===== src/clct_pkg.sv =====
package clct_pkg;

  // ----------------------------
  // Chamber section geometry
  // ----------------------------
  localparam int n_keys       = 32;
  localparam int key_width    = 5;
  localparam int n_layers     = 6;
  localparam int window_width = 5;

  // Pattern word is {hit count, pattern id}
  // Id lsb gives the bend direction and is left out of the sort
  localparam int count_width = 3;
  localparam int id_width    = 4;
  localparam int pat_width   = count_width + id_width;

  // Layer-hit mask of the chosen pattern with bit n for layer n
  localparam int carry_width = n_layers;

  // ----------------------------
  // Pattern set
  // ----------------------------
  localparam int n_patterns = 5;

  // Higher ids first so the straighter pattern sits earlier in the table
  localparam logic [id_width-1:0] pattern_ids [n_patterns] = '{4'd8, 4'd7, 4'd6, 4'd5, 4'd4};

  // Half-strip offset from the key per layer in the row order of pattern_ids
  localparam int pattern_offset [n_patterns][n_layers] = '{
    '{ 0,  0,  0,  0,  0,  0},  // straight
    '{ 1,  1,  0,  0, -1, -1},
    '{-1, -1,  0,  0,  1,  1},
    '{ 2,  1,  1, -1, -1, -2},
    '{-2, -1, -1,  1,  1,  2}
  };

endpackage

===== src/clct_finder.sv =====
`timescale 1ns/1ps

module clct_finder #(
  parameter int hit_thresh  = 3,
  parameter int blank_width = 2
) (
  input  logic                             clock,
  input  logic                             reset,
  input  logic [clct_pkg::n_keys-1:0]      ly0_hits,
  input  logic [clct_pkg::n_keys-1:0]      ly1_hits,
  input  logic [clct_pkg::n_keys-1:0]      ly2_hits,
  input  logic [clct_pkg::n_keys-1:0]      ly3_hits,
  input  logic [clct_pkg::n_keys-1:0]      ly4_hits,
  input  logic [clct_pkg::n_keys-1:0]      ly5_hits,
  input  logic [clct_pkg::n_keys-1:0]      dead_keys,
  output logic                             clct0_valid,
  output logic [clct_pkg::key_width-1:0]   clct0_key,
  output logic [clct_pkg::pat_width-1:0]   clct0_pat,
  output logic [clct_pkg::carry_width-1:0] clct0_carry,
  output logic                             clct1_valid,
  output logic [clct_pkg::key_width-1:0]   clct1_key,
  output logic [clct_pkg::pat_width-1:0]   clct1_pat,
  output logic [clct_pkg::carry_width-1:0] clct1_carry
);
  import clct_pkg::*;

  // Zero half-strips added on each side of a layer
  localparam int pad = (window_width - 1) / 2;

  logic [n_keys+2*pad-1:0] ly_pad    [n_layers];
  logic [pat_width-1:0]    key_pat   [n_keys];
  logic [carry_width-1:0]  key_carry [n_keys];
  logic [pat_width-1:0]    dly_pat   [n_keys];
  logic [carry_width-1:0]  dly_carry [n_keys];
  logic [n_keys-1:0]       second_busy;
  logic [pat_width-1:0]    first_pat;
  logic [key_width-1:0]    first_key;
  logic [carry_width-1:0]  first_carry;
  logic                    first_bsy;
  logic [pat_width-1:0]    second_pat;
  logic [key_width-1:0]    second_key;
  logic [carry_width-1:0]  second_carry;
  logic                    second_bsy;

  assign ly_pad[0] = {{pad{1'b0}}, ly0_hits, {pad{1'b0}}};
  assign ly_pad[1] = {{pad{1'b0}}, ly1_hits, {pad{1'b0}}};
  assign ly_pad[2] = {{pad{1'b0}}, ly2_hits, {pad{1'b0}}};
  assign ly_pad[3] = {{pad{1'b0}}, ly3_hits, {pad{1'b0}}};
  assign ly_pad[4] = {{pad{1'b0}}, ly4_hits, {pad{1'b0}}};
  assign ly_pad[5] = {{pad{1'b0}}, ly5_hits, {pad{1'b0}}};

  // ----------------------------
  // Pattern units
  // ----------------------------

  // Padded bit k+i is half-strip k-2+i, so each slice is centred on key k
  for (genvar k = 0; k < n_keys; k++) begin : g_key
    pattern_unit #(
      .hit_thresh(hit_thresh)
    ) u_pattern (
      .clock(clock),
      .reset(reset),
      .win0 (ly_pad[0][k +: window_width]),
      .win1 (ly_pad[1][k +: window_width]),
      .win2 (ly_pad[2][k +: window_width]),
      .win3 (ly_pad[3][k +: window_width]),
      .win4 (ly_pad[4][k +: window_width]),
      .win5 (ly_pad[5][k +: window_width]),
      .pat  (key_pat[k]),
      .carry(key_carry[k])
    );
  end

  // ----------------------------
  // First and second best
  // ----------------------------
  best_1of32 u_sort_first (
    .clock(clock),
    .bsy  (dead_keys),
    .pat00(key_pat[0]),  .pat01(key_pat[1]),  .pat02(key_pat[2]),  .pat03(key_pat[3]),
    .pat04(key_pat[4]),  .pat05(key_pat[5]),  .pat06(key_pat[6]),  .pat07(key_pat[7]),
    .pat08(key_pat[8]),  .pat09(key_pat[9]),  .pat10(key_pat[10]), .pat11(key_pat[11]),
    .pat12(key_pat[12]), .pat13(key_pat[13]), .pat14(key_pat[14]), .pat15(key_pat[15]),
    .pat16(key_pat[16]), .pat17(key_pat[17]), .pat18(key_pat[18]), .pat19(key_pat[19]),
    .pat20(key_pat[20]), .pat21(key_pat[21]), .pat22(key_pat[22]), .pat23(key_pat[23]),
    .pat24(key_pat[24]), .pat25(key_pat[25]), .pat26(key_pat[26]), .pat27(key_pat[27]),
    .pat28(key_pat[28]), .pat29(key_pat[29]), .pat30(key_pat[30]), .pat31(key_pat[31]),
    .carry00(key_carry[0]),  .carry01(key_carry[1]),  .carry02(key_carry[2]),
    .carry03(key_carry[3]),  .carry04(key_carry[4]),  .carry05(key_carry[5]),
    .carry06(key_carry[6]),  .carry07(key_carry[7]),  .carry08(key_carry[8]),
    .carry09(key_carry[9]),  .carry10(key_carry[10]), .carry11(key_carry[11]),
    .carry12(key_carry[12]), .carry13(key_carry[13]), .carry14(key_carry[14]),
    .carry15(key_carry[15]), .carry16(key_carry[16]), .carry17(key_carry[17]),
    .carry18(key_carry[18]), .carry19(key_carry[19]), .carry20(key_carry[20]),
    .carry21(key_carry[21]), .carry22(key_carry[22]), .carry23(key_carry[23]),
    .carry24(key_carry[24]), .carry25(key_carry[25]), .carry26(key_carry[26]),
    .carry27(key_carry[27]), .carry28(key_carry[28]), .carry29(key_carry[29]),
    .carry30(key_carry[30]), .carry31(key_carry[31]),
    .best_pat  (first_pat),
    .best_key  (first_key),
    .best_carry(first_carry),
    .best_bsy  (first_bsy)
  );

  key_blanking #(
    .blank_width(blank_width),
    .hit_thresh (hit_thresh)
  ) u_blanking (
    .clock       (clock),
    .reset       (reset),
    .key_pat     (key_pat),
    .key_carry   (key_carry),
    .dead_keys   (dead_keys),
    .first_pat   (first_pat),
    .first_key   (first_key),
    .first_carry (first_carry),
    .first_bsy   (first_bsy),
    .dly_pat     (dly_pat),
    .dly_carry   (dly_carry),
    .second_busy (second_busy),
    .second_pat  (second_pat),
    .second_key  (second_key),
    .second_carry(second_carry),
    .second_bsy  (second_bsy),
    .clct0_valid (clct0_valid),
    .clct0_key   (clct0_key),
    .clct0_pat   (clct0_pat),
    .clct0_carry (clct0_carry),
    .clct1_valid (clct1_valid),
    .clct1_key   (clct1_key),
    .clct1_pat   (clct1_pat),
    .clct1_carry (clct1_carry)
  );

  // Same tree on the delayed words with the winner's neighbourhood busy
  best_1of32 u_sort_second (
    .clock(clock),
    .bsy  (second_busy),
    .pat00(dly_pat[0]),  .pat01(dly_pat[1]),  .pat02(dly_pat[2]),  .pat03(dly_pat[3]),
    .pat04(dly_pat[4]),  .pat05(dly_pat[5]),  .pat06(dly_pat[6]),  .pat07(dly_pat[7]),
    .pat08(dly_pat[8]),  .pat09(dly_pat[9]),  .pat10(dly_pat[10]), .pat11(dly_pat[11]),
    .pat12(dly_pat[12]), .pat13(dly_pat[13]), .pat14(dly_pat[14]), .pat15(dly_pat[15]),
    .pat16(dly_pat[16]), .pat17(dly_pat[17]), .pat18(dly_pat[18]), .pat19(dly_pat[19]),
    .pat20(dly_pat[20]), .pat21(dly_pat[21]), .pat22(dly_pat[22]), .pat23(dly_pat[23]),
    .pat24(dly_pat[24]), .pat25(dly_pat[25]), .pat26(dly_pat[26]), .pat27(dly_pat[27]),
    .pat28(dly_pat[28]), .pat29(dly_pat[29]), .pat30(dly_pat[30]), .pat31(dly_pat[31]),
    .carry00(dly_carry[0]),  .carry01(dly_carry[1]),  .carry02(dly_carry[2]),
    .carry03(dly_carry[3]),  .carry04(dly_carry[4]),  .carry05(dly_carry[5]),
    .carry06(dly_carry[6]),  .carry07(dly_carry[7]),  .carry08(dly_carry[8]),
    .carry09(dly_carry[9]),  .carry10(dly_carry[10]), .carry11(dly_carry[11]),
    .carry12(dly_carry[12]), .carry13(dly_carry[13]), .carry14(dly_carry[14]),
    .carry15(dly_carry[15]), .carry16(dly_carry[16]), .carry17(dly_carry[17]),
    .carry18(dly_carry[18]), .carry19(dly_carry[19]), .carry20(dly_carry[20]),
    .carry21(dly_carry[21]), .carry22(dly_carry[22]), .carry23(dly_carry[23]),
    .carry24(dly_carry[24]), .carry25(dly_carry[25]), .carry26(dly_carry[26]),
    .carry27(dly_carry[27]), .carry28(dly_carry[28]), .carry29(dly_carry[29]),
    .carry30(dly_carry[30]), .carry31(dly_carry[31]),
    .best_pat  (second_pat),
    .best_key  (second_key),
    .best_carry(second_carry),
    .best_bsy  (second_bsy)
  );

endmodule


===== src/key_blanking.sv =====
`timescale 1ns/1ps

module key_blanking #(
  parameter int blank_width = 2,
  parameter int hit_thresh  = 3
) (
  input  logic                             clock,
  input  logic                             reset,
  input  logic [clct_pkg::pat_width-1:0]   key_pat   [clct_pkg::n_keys],
  input  logic [clct_pkg::carry_width-1:0] key_carry [clct_pkg::n_keys],
  input  logic [clct_pkg::n_keys-1:0]      dead_keys,
  input  logic [clct_pkg::pat_width-1:0]   first_pat,
  input  logic [clct_pkg::key_width-1:0]   first_key,
  input  logic [clct_pkg::carry_width-1:0] first_carry,
  input  logic                             first_bsy,
  output logic [clct_pkg::pat_width-1:0]   dly_pat   [clct_pkg::n_keys],
  output logic [clct_pkg::carry_width-1:0] dly_carry [clct_pkg::n_keys],
  output logic [clct_pkg::n_keys-1:0]      second_busy,
  input  logic [clct_pkg::pat_width-1:0]   second_pat,
  input  logic [clct_pkg::key_width-1:0]   second_key,
  input  logic [clct_pkg::carry_width-1:0] second_carry,
  input  logic                             second_bsy,
  output logic                             clct0_valid,
  output logic [clct_pkg::key_width-1:0]   clct0_key,
  output logic [clct_pkg::pat_width-1:0]   clct0_pat,
  output logic [clct_pkg::carry_width-1:0] clct0_carry,
  output logic                             clct1_valid,
  output logic [clct_pkg::key_width-1:0]   clct1_key,
  output logic [clct_pkg::pat_width-1:0]   clct1_pat,
  output logic [clct_pkg::carry_width-1:0] clct1_carry
);
  import clct_pkg::*;

  logic [n_keys-1:0] dly_dead;
  logic              clct0_bsy;
  logic              first_valid;
  // Pipeline fill after reset with one bit per stage
  logic [2:0]        fill;

  always_ff @(posedge clock) begin
    if (reset) begin
      fill <= '0;
    end else begin
      fill <= {fill[1:0], 1'b1};
    end
  end

  // Line the pattern arrays up with the first result, then hold that result one more cycle
  always_ff @(posedge clock) begin
    dly_pat     <= key_pat;
    dly_carry   <= key_carry;
    dly_dead    <= dead_keys;
    clct0_pat   <= first_pat;
    clct0_key   <= first_key;
    clct0_carry <= first_carry;
    clct0_bsy   <= first_bsy;
  end

  assign first_valid = fill[1] && !first_bsy &&
                       (first_pat[pat_width-1 -: count_width] >= hit_thresh);

  // Winner and neighbours join the dead keys, clipped at the section edges
  always_comb begin
    second_busy = dly_dead;
    for (int k = 0; k < n_keys; k++) begin
      if (first_valid && (k >= int'(first_key) - blank_width) &&
          (k <= int'(first_key) + blank_width)) begin
        second_busy[k] = 1'b1;
      end
    end
  end

  assign clct0_valid = fill[2] && !clct0_bsy &&
                       (clct0_pat[pat_width-1 -: count_width] >= hit_thresh);
  assign clct1_valid = fill[2] && !second_bsy &&
                       (second_pat[pat_width-1 -: count_width] >= hit_thresh);
  assign clct1_key   = second_key;
  assign clct1_pat   = second_pat;
  assign clct1_carry = second_carry;

endmodule


===== src/best_1of32.sv =====
`timescale 1ns/1ps

module best_1of32 (
  input  logic                             clock,
  input  logic [clct_pkg::n_keys-1:0]      bsy,
  input  logic [clct_pkg::pat_width-1:0]
    pat00, pat01, pat02, pat03, pat04, pat05, pat06, pat07,
    pat08, pat09, pat10, pat11, pat12, pat13, pat14, pat15,
    pat16, pat17, pat18, pat19, pat20, pat21, pat22, pat23,
    pat24, pat25, pat26, pat27, pat28, pat29, pat30, pat31,
  input  logic [clct_pkg::carry_width-1:0]
    carry00, carry01, carry02, carry03, carry04, carry05, carry06, carry07,
    carry08, carry09, carry10, carry11, carry12, carry13, carry14, carry15,
    carry16, carry17, carry18, carry19, carry20, carry21, carry22, carry23,
    carry24, carry25, carry26, carry27, carry28, carry29, carry30, carry31,
  output logic [clct_pkg::pat_width-1:0]   best_pat,
  output logic [clct_pkg::key_width-1:0]   best_key,
  output logic [clct_pkg::carry_width-1:0] best_carry,
  output logic                             best_bsy
);
  import clct_pkg::*;

  // Upper beats lower on a larger sort field or a busy lower but never when itself busy
  function automatic logic upper_wins(input logic [pat_width-1:0] lo_pat,
                                      input logic [pat_width-1:0] hi_pat,
                                      input logic                 lo_bsy,
                                      input logic                 hi_bsy);
    return ((hi_pat[pat_width-1:1] > lo_pat[pat_width-1:1]) || lo_bsy) && !hi_bsy;
  endfunction

  logic [pat_width-1:0]   pat_in   [n_keys];
  logic [carry_width-1:0] carry_in [n_keys];

  // Tree node n has lower child 2n and upper child 2n+1
  // Leaves sit at n_keys + key
  logic [pat_width-1:0]   pat_t   [2:2*n_keys-1];
  logic [carry_width-1:0] carry_t [2:2*n_keys-1];
  logic [key_width-1:0]   key_t   [2:2*n_keys-1];
  logic                   bsy_t   [2:2*n_keys-1];

  // 2-of-4 pipeline register
  logic [pat_width-1:0]   pat_r   [2];
  logic [carry_width-1:0] carry_r [2];
  logic [key_width-1:0]   key_r   [2];
  logic                   bsy_r   [2];
  logic                   up_final;

  assign pat_in = '{pat00, pat01, pat02, pat03, pat04, pat05, pat06, pat07,
                    pat08, pat09, pat10, pat11, pat12, pat13, pat14, pat15,
                    pat16, pat17, pat18, pat19, pat20, pat21, pat22, pat23,
                    pat24, pat25, pat26, pat27, pat28, pat29, pat30, pat31};

  assign carry_in = '{carry00, carry01, carry02, carry03, carry04, carry05, carry06, carry07,
                      carry08, carry09, carry10, carry11, carry12, carry13, carry14, carry15,
                      carry16, carry17, carry18, carry19, carry20, carry21, carry22, carry23,
                      carry24, carry25, carry26, carry27, carry28, carry29, carry30, carry31};

  // ----------------------------
  // Best 16, 8, 4 and 2 levels
  // ----------------------------
  for (genvar n = 2; n < 2 * n_keys; n++) begin : g_tree
    if (n >= n_keys) begin : g_leaf
      assign pat_t[n]   = pat_in[n-n_keys];
      assign carry_t[n] = carry_in[n-n_keys];
      assign key_t[n]   = '0;
      assign bsy_t[n]   = bsy[n-n_keys];
    end else begin : g_node
      // Key bit this level appends
      localparam int kbit = key_width - $clog2(n + 1);
      logic up;

      assign up         = upper_wins(pat_t[2*n], pat_t[2*n+1], bsy_t[2*n], bsy_t[2*n+1]);
      assign pat_t[n]   = up ? pat_t[2*n+1] : pat_t[2*n];
      assign carry_t[n] = up ? carry_t[2*n+1] : carry_t[2*n];
      assign bsy_t[n]   = up ? bsy_t[2*n+1] : bsy_t[2*n];
      assign key_t[n]   = (up ? key_t[2*n+1] : key_t[2*n]) | (key_width'(up) << kbit);
    end
  end

  always_ff @(posedge clock) begin
    pat_r[0]   <= pat_t[2];
    pat_r[1]   <= pat_t[3];
    carry_r[0] <= carry_t[2];
    carry_r[1] <= carry_t[3];
    key_r[0]   <= key_t[2];
    key_r[1]   <= key_t[3];
    bsy_r[0]   <= bsy_t[2];
    bsy_r[1]   <= bsy_t[3];
  end

  // ----------------------------
  // Best 1 of 2
  // ----------------------------
  assign up_final   = upper_wins(pat_r[0], pat_r[1], bsy_r[0], bsy_r[1]);
  assign best_pat   = up_final ? pat_r[1] : pat_r[0];
  assign best_carry = up_final ? carry_r[1] : carry_r[0];
  assign best_bsy   = up_final ? bsy_r[1] : bsy_r[0];
  assign best_key   = (up_final ? key_r[1] : key_r[0]) | (key_width'(up_final) << (key_width - 1));

endmodule


===== src/pattern_unit.sv =====
`timescale 1ns/1ps

module pattern_unit #(
  parameter int hit_thresh = 3
) (
  input  logic                              clock,
  input  logic                              reset,
  input  logic [clct_pkg::window_width-1:0] win0,
  input  logic [clct_pkg::window_width-1:0] win1,
  input  logic [clct_pkg::window_width-1:0] win2,
  input  logic [clct_pkg::window_width-1:0] win3,
  input  logic [clct_pkg::window_width-1:0] win4,
  input  logic [clct_pkg::window_width-1:0] win5,
  output logic [clct_pkg::pat_width-1:0]    pat,
  output logic [clct_pkg::carry_width-1:0]  carry
);
  import clct_pkg::*;

  // Window bit of the key half-strip itself
  localparam int centre = (window_width - 1) / 2;

  logic [window_width-1:0] win [n_layers];
  logic [carry_width-1:0]  msk [n_patterns];
  logic [count_width-1:0]  cnt [n_patterns];
  logic [count_width-1:0]  best_cnt;
  logic [id_width-1:0]     best_id;
  logic [carry_width-1:0]  best_msk;

  assign win = '{win0, win1, win2, win3, win4, win5};

  // ----------------------------
  // Score every pattern
  // ----------------------------

  // One bit per layer at the pattern's offset, then count them
  always_comb begin
    for (int p = 0; p < n_patterns; p++) begin
      cnt[p] = '0;
      for (int ly = 0; ly < n_layers; ly++) begin
        msk[p][ly] = win[ly][centre + pattern_offset[p][ly]];
        cnt[p]     = cnt[p] + count_width'(msk[p][ly]);
      end
    end
  end

  // Most hits wins
  // Only a strictly larger count replaces the current pick, so ties keep the higher id
  always_comb begin
    best_cnt = cnt[0];
    best_id  = pattern_ids[0];
    best_msk = msk[0];
    for (int p = 1; p < n_patterns; p++) begin
      if (cnt[p] > best_cnt) begin
        best_cnt = cnt[p];
        best_id  = pattern_ids[p];
        best_msk = msk[p];
      end
    end
  end

  // ----------------------------
  // Output register
  // ----------------------------

  // Words below threshold leave as zero
  always_ff @(posedge clock) begin
    if (reset) begin
      pat   <= '0;
      carry <= '0;
    end else if (best_cnt >= hit_thresh) begin
      pat   <= {best_cnt, best_id};
      carry <= best_msk;
    end else begin
      pat   <= '0;
      carry <= '0;
    end
  end

endmodule


===== config.mk =====
export PLATFORM = sky130hd
export DESIGN_NAME = clct_finder
export DESIGN_NICKNAME = d
export VERILOG_FILES = /design/src/clct_pkg.sv /design/src/clct_finder.sv /design/src/key_blanking.sv /design/src/best_1of32.sv /design/src/pattern_unit.sv
export SDC_FILE = /design/constraint.sdc
export NUM_CORES = 2
export LEC_CHECK = 0
export BUFFER_PORTS_ARGS = -buffer_cell sky130_fd_sc_hd__buf_2
export CORE_MARGIN = 4
export CORE_UTILIZATION = 60
export DETAILED_ROUTE_END_ITERATION = 12
export HOLD_SLACK_MARGIN = 0.06
export PLACE_DENSITY_LB_ADDON = 0.08
export RECOVER_POWER = 50
export SYNTH_ARGS = -nofsm -noshare
export SYNTH_HDL_FRONTEND = slang
export SYNTH_SLANG_ARGS = --single-unit

===== constraint.sdc =====
create_clock -name clock -period 12.8 [get_ports clock]
set_input_delay 0.64 -clock clock [delete_from_list [all_inputs] [get_ports clock]]
set_output_delay 0.64 -clock clock [all_outputs]
set_load 0.05 [all_outputs]

==> results.json <==
{
  "outcome": "finished, violations left",
  "failed_checks": "max-capacitance violations, max-slew violations",
  "floorplan.die_area_um2": 127000,
  "global_route.usage.total_pct": 34.0,
  "period_share_pct": 92.6,
  "crit_top_cell": "sky130_fd_sc_hd__a21oi_1",
  "core_area_um2": 120000,
  "worst_slew_margin_pct": -118,
  "clock_sinks": 958,
  "final_net_count": 9795,
  "final_common_cell": "sky130_fd_sc_hd__inv_1",
  "rr_worst_depth": 48,
  "port-buffer-count": 263,
  "antenna_left": 0,
  "postCtsSetupBuffers": 0,
  "final.setup_skew_ns": 0.0335,
  "setup_viol_count_final": 0,
  "synth_cells": 8037,
  "setup_slack_ns": 0.947,
  "area_growth_syn_to_layout_pct": 8.59,
  "setup.worst_path.class": "reg2reg",
  "synth_compound_gate_area_share_pct": 16.0,
  "num_rows": 127,
  "slowest_stage": "sky130_fd_sc_hd__and2_1",
  "setup_tns_ns": 0,
  "yosys.area_share.simple_pct": 11.9,
  "layout_common_cells": "1115 x sky130_fd_sc_hd__inv_1, 958 x sky130_fd_sc_hd__dfxtp_1, 868 x sky130_fd_sc_hd__ha_1, 623 x sky130_fd_sc_hd__nor2_1, 489 x sky130_fd_sc_hd__a21oi_1",
  "cts_tree": "done",
  "final_layout_size_suffix_gt1_share_pct": 9.40,
  "crit_required_ns": 13.34,
  "timing.fmax_mhz": 84.4,
  "detail_route.iter0.violations": 5126,
  "post_cts_resized": 0,
  "vias": 59800,
  "synthesis.area_per_instance_um2": 9.07,
  "boundaryPins": 264,
  "floorplan.die.width_um": 357,
  "wirelength_um": 221000,
  "grt_setup_unrepaired": "no",
  "place.detailed.hpwl_um": 179000,
  "initial_core_util_pct": 60.6,
  "timing.critical_path.from_type": "flop",
  "finalHoldViolations": 0,
  "layout_min_cycle_time_ns": 11.85,
  "layout.cell_area.non_filler_um2": 79200,
  "post_dp_cell_area_um2": 75900,
  "clockRootBuffer": "sky130_fd_sc_hd__clkbuf_16",
  "antenna_found_initial": 13,
  "ys_seq_elements": 958,
  "cp-end-kind": "flop",
  "dpl_worst_slack_ns": 1.22,
  "critical_path_peak_fanout": 25,
  "worstHoldPathCells": 1,
  "cts_made_buffers": 95,
  "share_of_synthesized_flip_flops_with_an_asynchronous_set_or_reset_pct": 0,
  "grt_pass1_wl_um": 337000,
  "synth.net_count": 9591,
  "critical-path-max-stage-delay_ns": 0.62,
  "holdCritPathClass": "in2reg",
  "die_height_um": 357,
  "top_reg_cell_synth": "sky130_fd_sc_hd__dfxtp_1",
  "drt-vias-per-instance": 6.02,
  "final_max_slew_viol_count": 43,
  "synth_edf_count": 0,
  "clockBufferDepth": 3,
  "clk-insertion-delay-late_ns": 0.67,
  "synth-adder-area-share_pct": 27.6,
  "synth_xor_area_share_pct": 0.0480,
  "critical_path_arrival_ns": 12.39,
  "yosys_warnings": 0,
  "synthesis.area_um2": 72900,
  "grt_start_max_net_pins": 48,
  "timing_worst_slew_pin_value_ns": 3.27,
  "drc": 0,
  "post_cts_hold_buffer_count": 0,
  "number_of_optimization_iterations_in_the_first_detailed_route_pass": 7,
  "wire_length_per_cell_um": 22.2,
  "cts_htree_levels": 3,
  "synth_top_family_by_area": "adder cells",
  "number_of_distinct_standard_cells_referenced_by_the_synthesized_netlist": 104,
  "clkTransAtPathRegs_ns": 0.06,
  "grt_overflow": 0,
  "gpl.final_weighted_congestion": 0.988,
  "synthMuxAreaShare_pct": 11.2,
  "maxCapViolCount": 2,
  "number_of_global_route_vias_before_repair": 59161,
  "seq_area_frac_synth_pct": 26.3
}
[layout make-up]
type / instances / area [um^2]
Clock buffer: 124 / 2660
Multi-Input combinational cell: 5733 / 48700
Inverter: 1117 / 4190
Tap cell: 1612 / 2020
Sequential cell: 958 / 19200
Clock inverter: 51 / 661
Antenna cell: 9 / 22.5
Timing Repair Buffer: 336 / 1800
Fill cell: 10199 / 41100
[synth_stat cells, drive strengths merged (15+ instances only)]
cell / instances / share of area [%]
a211oi: 270 / 2.8
a21o: 73 / 0.75
a21oi: 492 / 3.4
a22oi: 61 / 0.63
a31oi: 147 / 1.3
a32oi: 18 / 0.22
and2: 56 / 0.48
and3: 50 / 0.43
and4: 28 / 0.34
buf: 31 / 0.23
clkbuf: 198 / 1.0
dfxtp: 958 / 26
fa: 460 / 13
ha: 868 / 15
inv: 1115 / 5.7
mux2: 291 / 4.5
mux2i: 488 / 6.7
nand2: 398 / 2.0
nand2b: 146 / 1.3
nand3: 60 / 0.41
nand4: 48 / 0.41
nor2: 623 / 3.2
nor2b: 236 / 2.0
nor3: 35 / 0.25
nor4: 47 / 0.40
o211ai: 35 / 0.37
o21a: 122 / 1.3
o21ai: 379 / 2.6
o21bai: 32 / 0.33
o22ai: 46 / 0.39
o31a: 15 / 0.18
or2: 17 / 0.15
or3: 30 / 0.26
[state kept, by name, indices dropped and copies added (netlist names)]
signal and count:
u_blanking.clct0_key 5, u_sort_first.pat_r 14, u_sort_second.key_r 8, u_blanking.fill 3
g_key.u_pattern.carry 192, g_key.u_pattern.pat 224, u_blanking.dly_carry 192, u_sort_second.bsy_r 2
u_sort_first.bsy_r 2, u_sort_second.carry_r 12, u_blanking.dly_dead 32, u_blanking.clct0_bsy 1
u_blanking.clct0_carry 6, u_sort_first.key_r 8, u_sort_first.carry_r 12, u_blanking.dly_pat 224
u_blanking.clct0_pat 7, u_sort_second.pat_r 14
[critical path: cells and delay by family, from the launching register on]
kind	cells	cell delay, ns
flip-flops	1	0.37
buffers and inverters	5	1.23
AO/OA/AOI/OAI	24	4.73
AND/OR/NAND/NOR	12	2.66
multiplexers	2	1.01
adder cells (fa/ha/maj)	5	1.68
[metal layers]
layer,vias up,wire length [um],track usage (%)
met1,28820,96700,46.7
li1,28253,-,-
met3,438,20400,8.46
met5,-,58,0
met4,8,6480,10.0
met2,2281,96900,53.1
[through the flow]
step | instances | utilization [%] | hold slack, ns
2_1_floorplan | 8037 | - | 0.324
3_5_place_dp | 9756 | 63.1 | 0.330
3_3_place_gp | 9756 | 63.1 | 0.330
6_report | 9940 | 65.8 | 0.174
5_1_grt | 9936 | 65.8 | 0.152
4_1_cts | 9931 | 65.9 | 0.100
[path summary, 6_finish.rpt]
| check | end | start | slack [ns] |
|---|---|---|---|
| setup / recovery | u_sort_second.key_r[0][5]$_DFF_P_ | u_sort_first.pat_r[0][6]$_DFF_P_ | 0.95 |
| hold / removal | u_blanking.dly_dead[3]$_DFF_P_ | dead_keys[3] | 0.17 |
| setup reg to reg | u_sort_second.key_r[0][5]$_DFF_P_ | u_sort_first.pat_r[0][6]$_DFF_P_ | 0.95 |
| hold reg to reg | u_blanking.dly_carry[152]$_DFF_P_ | g_key[6].u_pattern.carry[2]$_SDFF_PP0_ | 0.34 |
[logic make-up (layout without fill, tap and decap cells)]
logic type / after synthesis / in the layout
AND/OR/NAND/NOR: 1794 / 1794
AO/OA/AOI/OAI: 1824 / 1824
multiplexers: 780 / 780
buffers and inverters: 1346 / 1628
flip-flops: 958 / 958
XOR/XNOR: 4 / 4
adder cells (fa/ha/maj): 1331 / 1331
other: 0 / 9
Power is not shown: default switching activity piles up to over one toggle a cycle in this logic, so the estimate is an artifact.
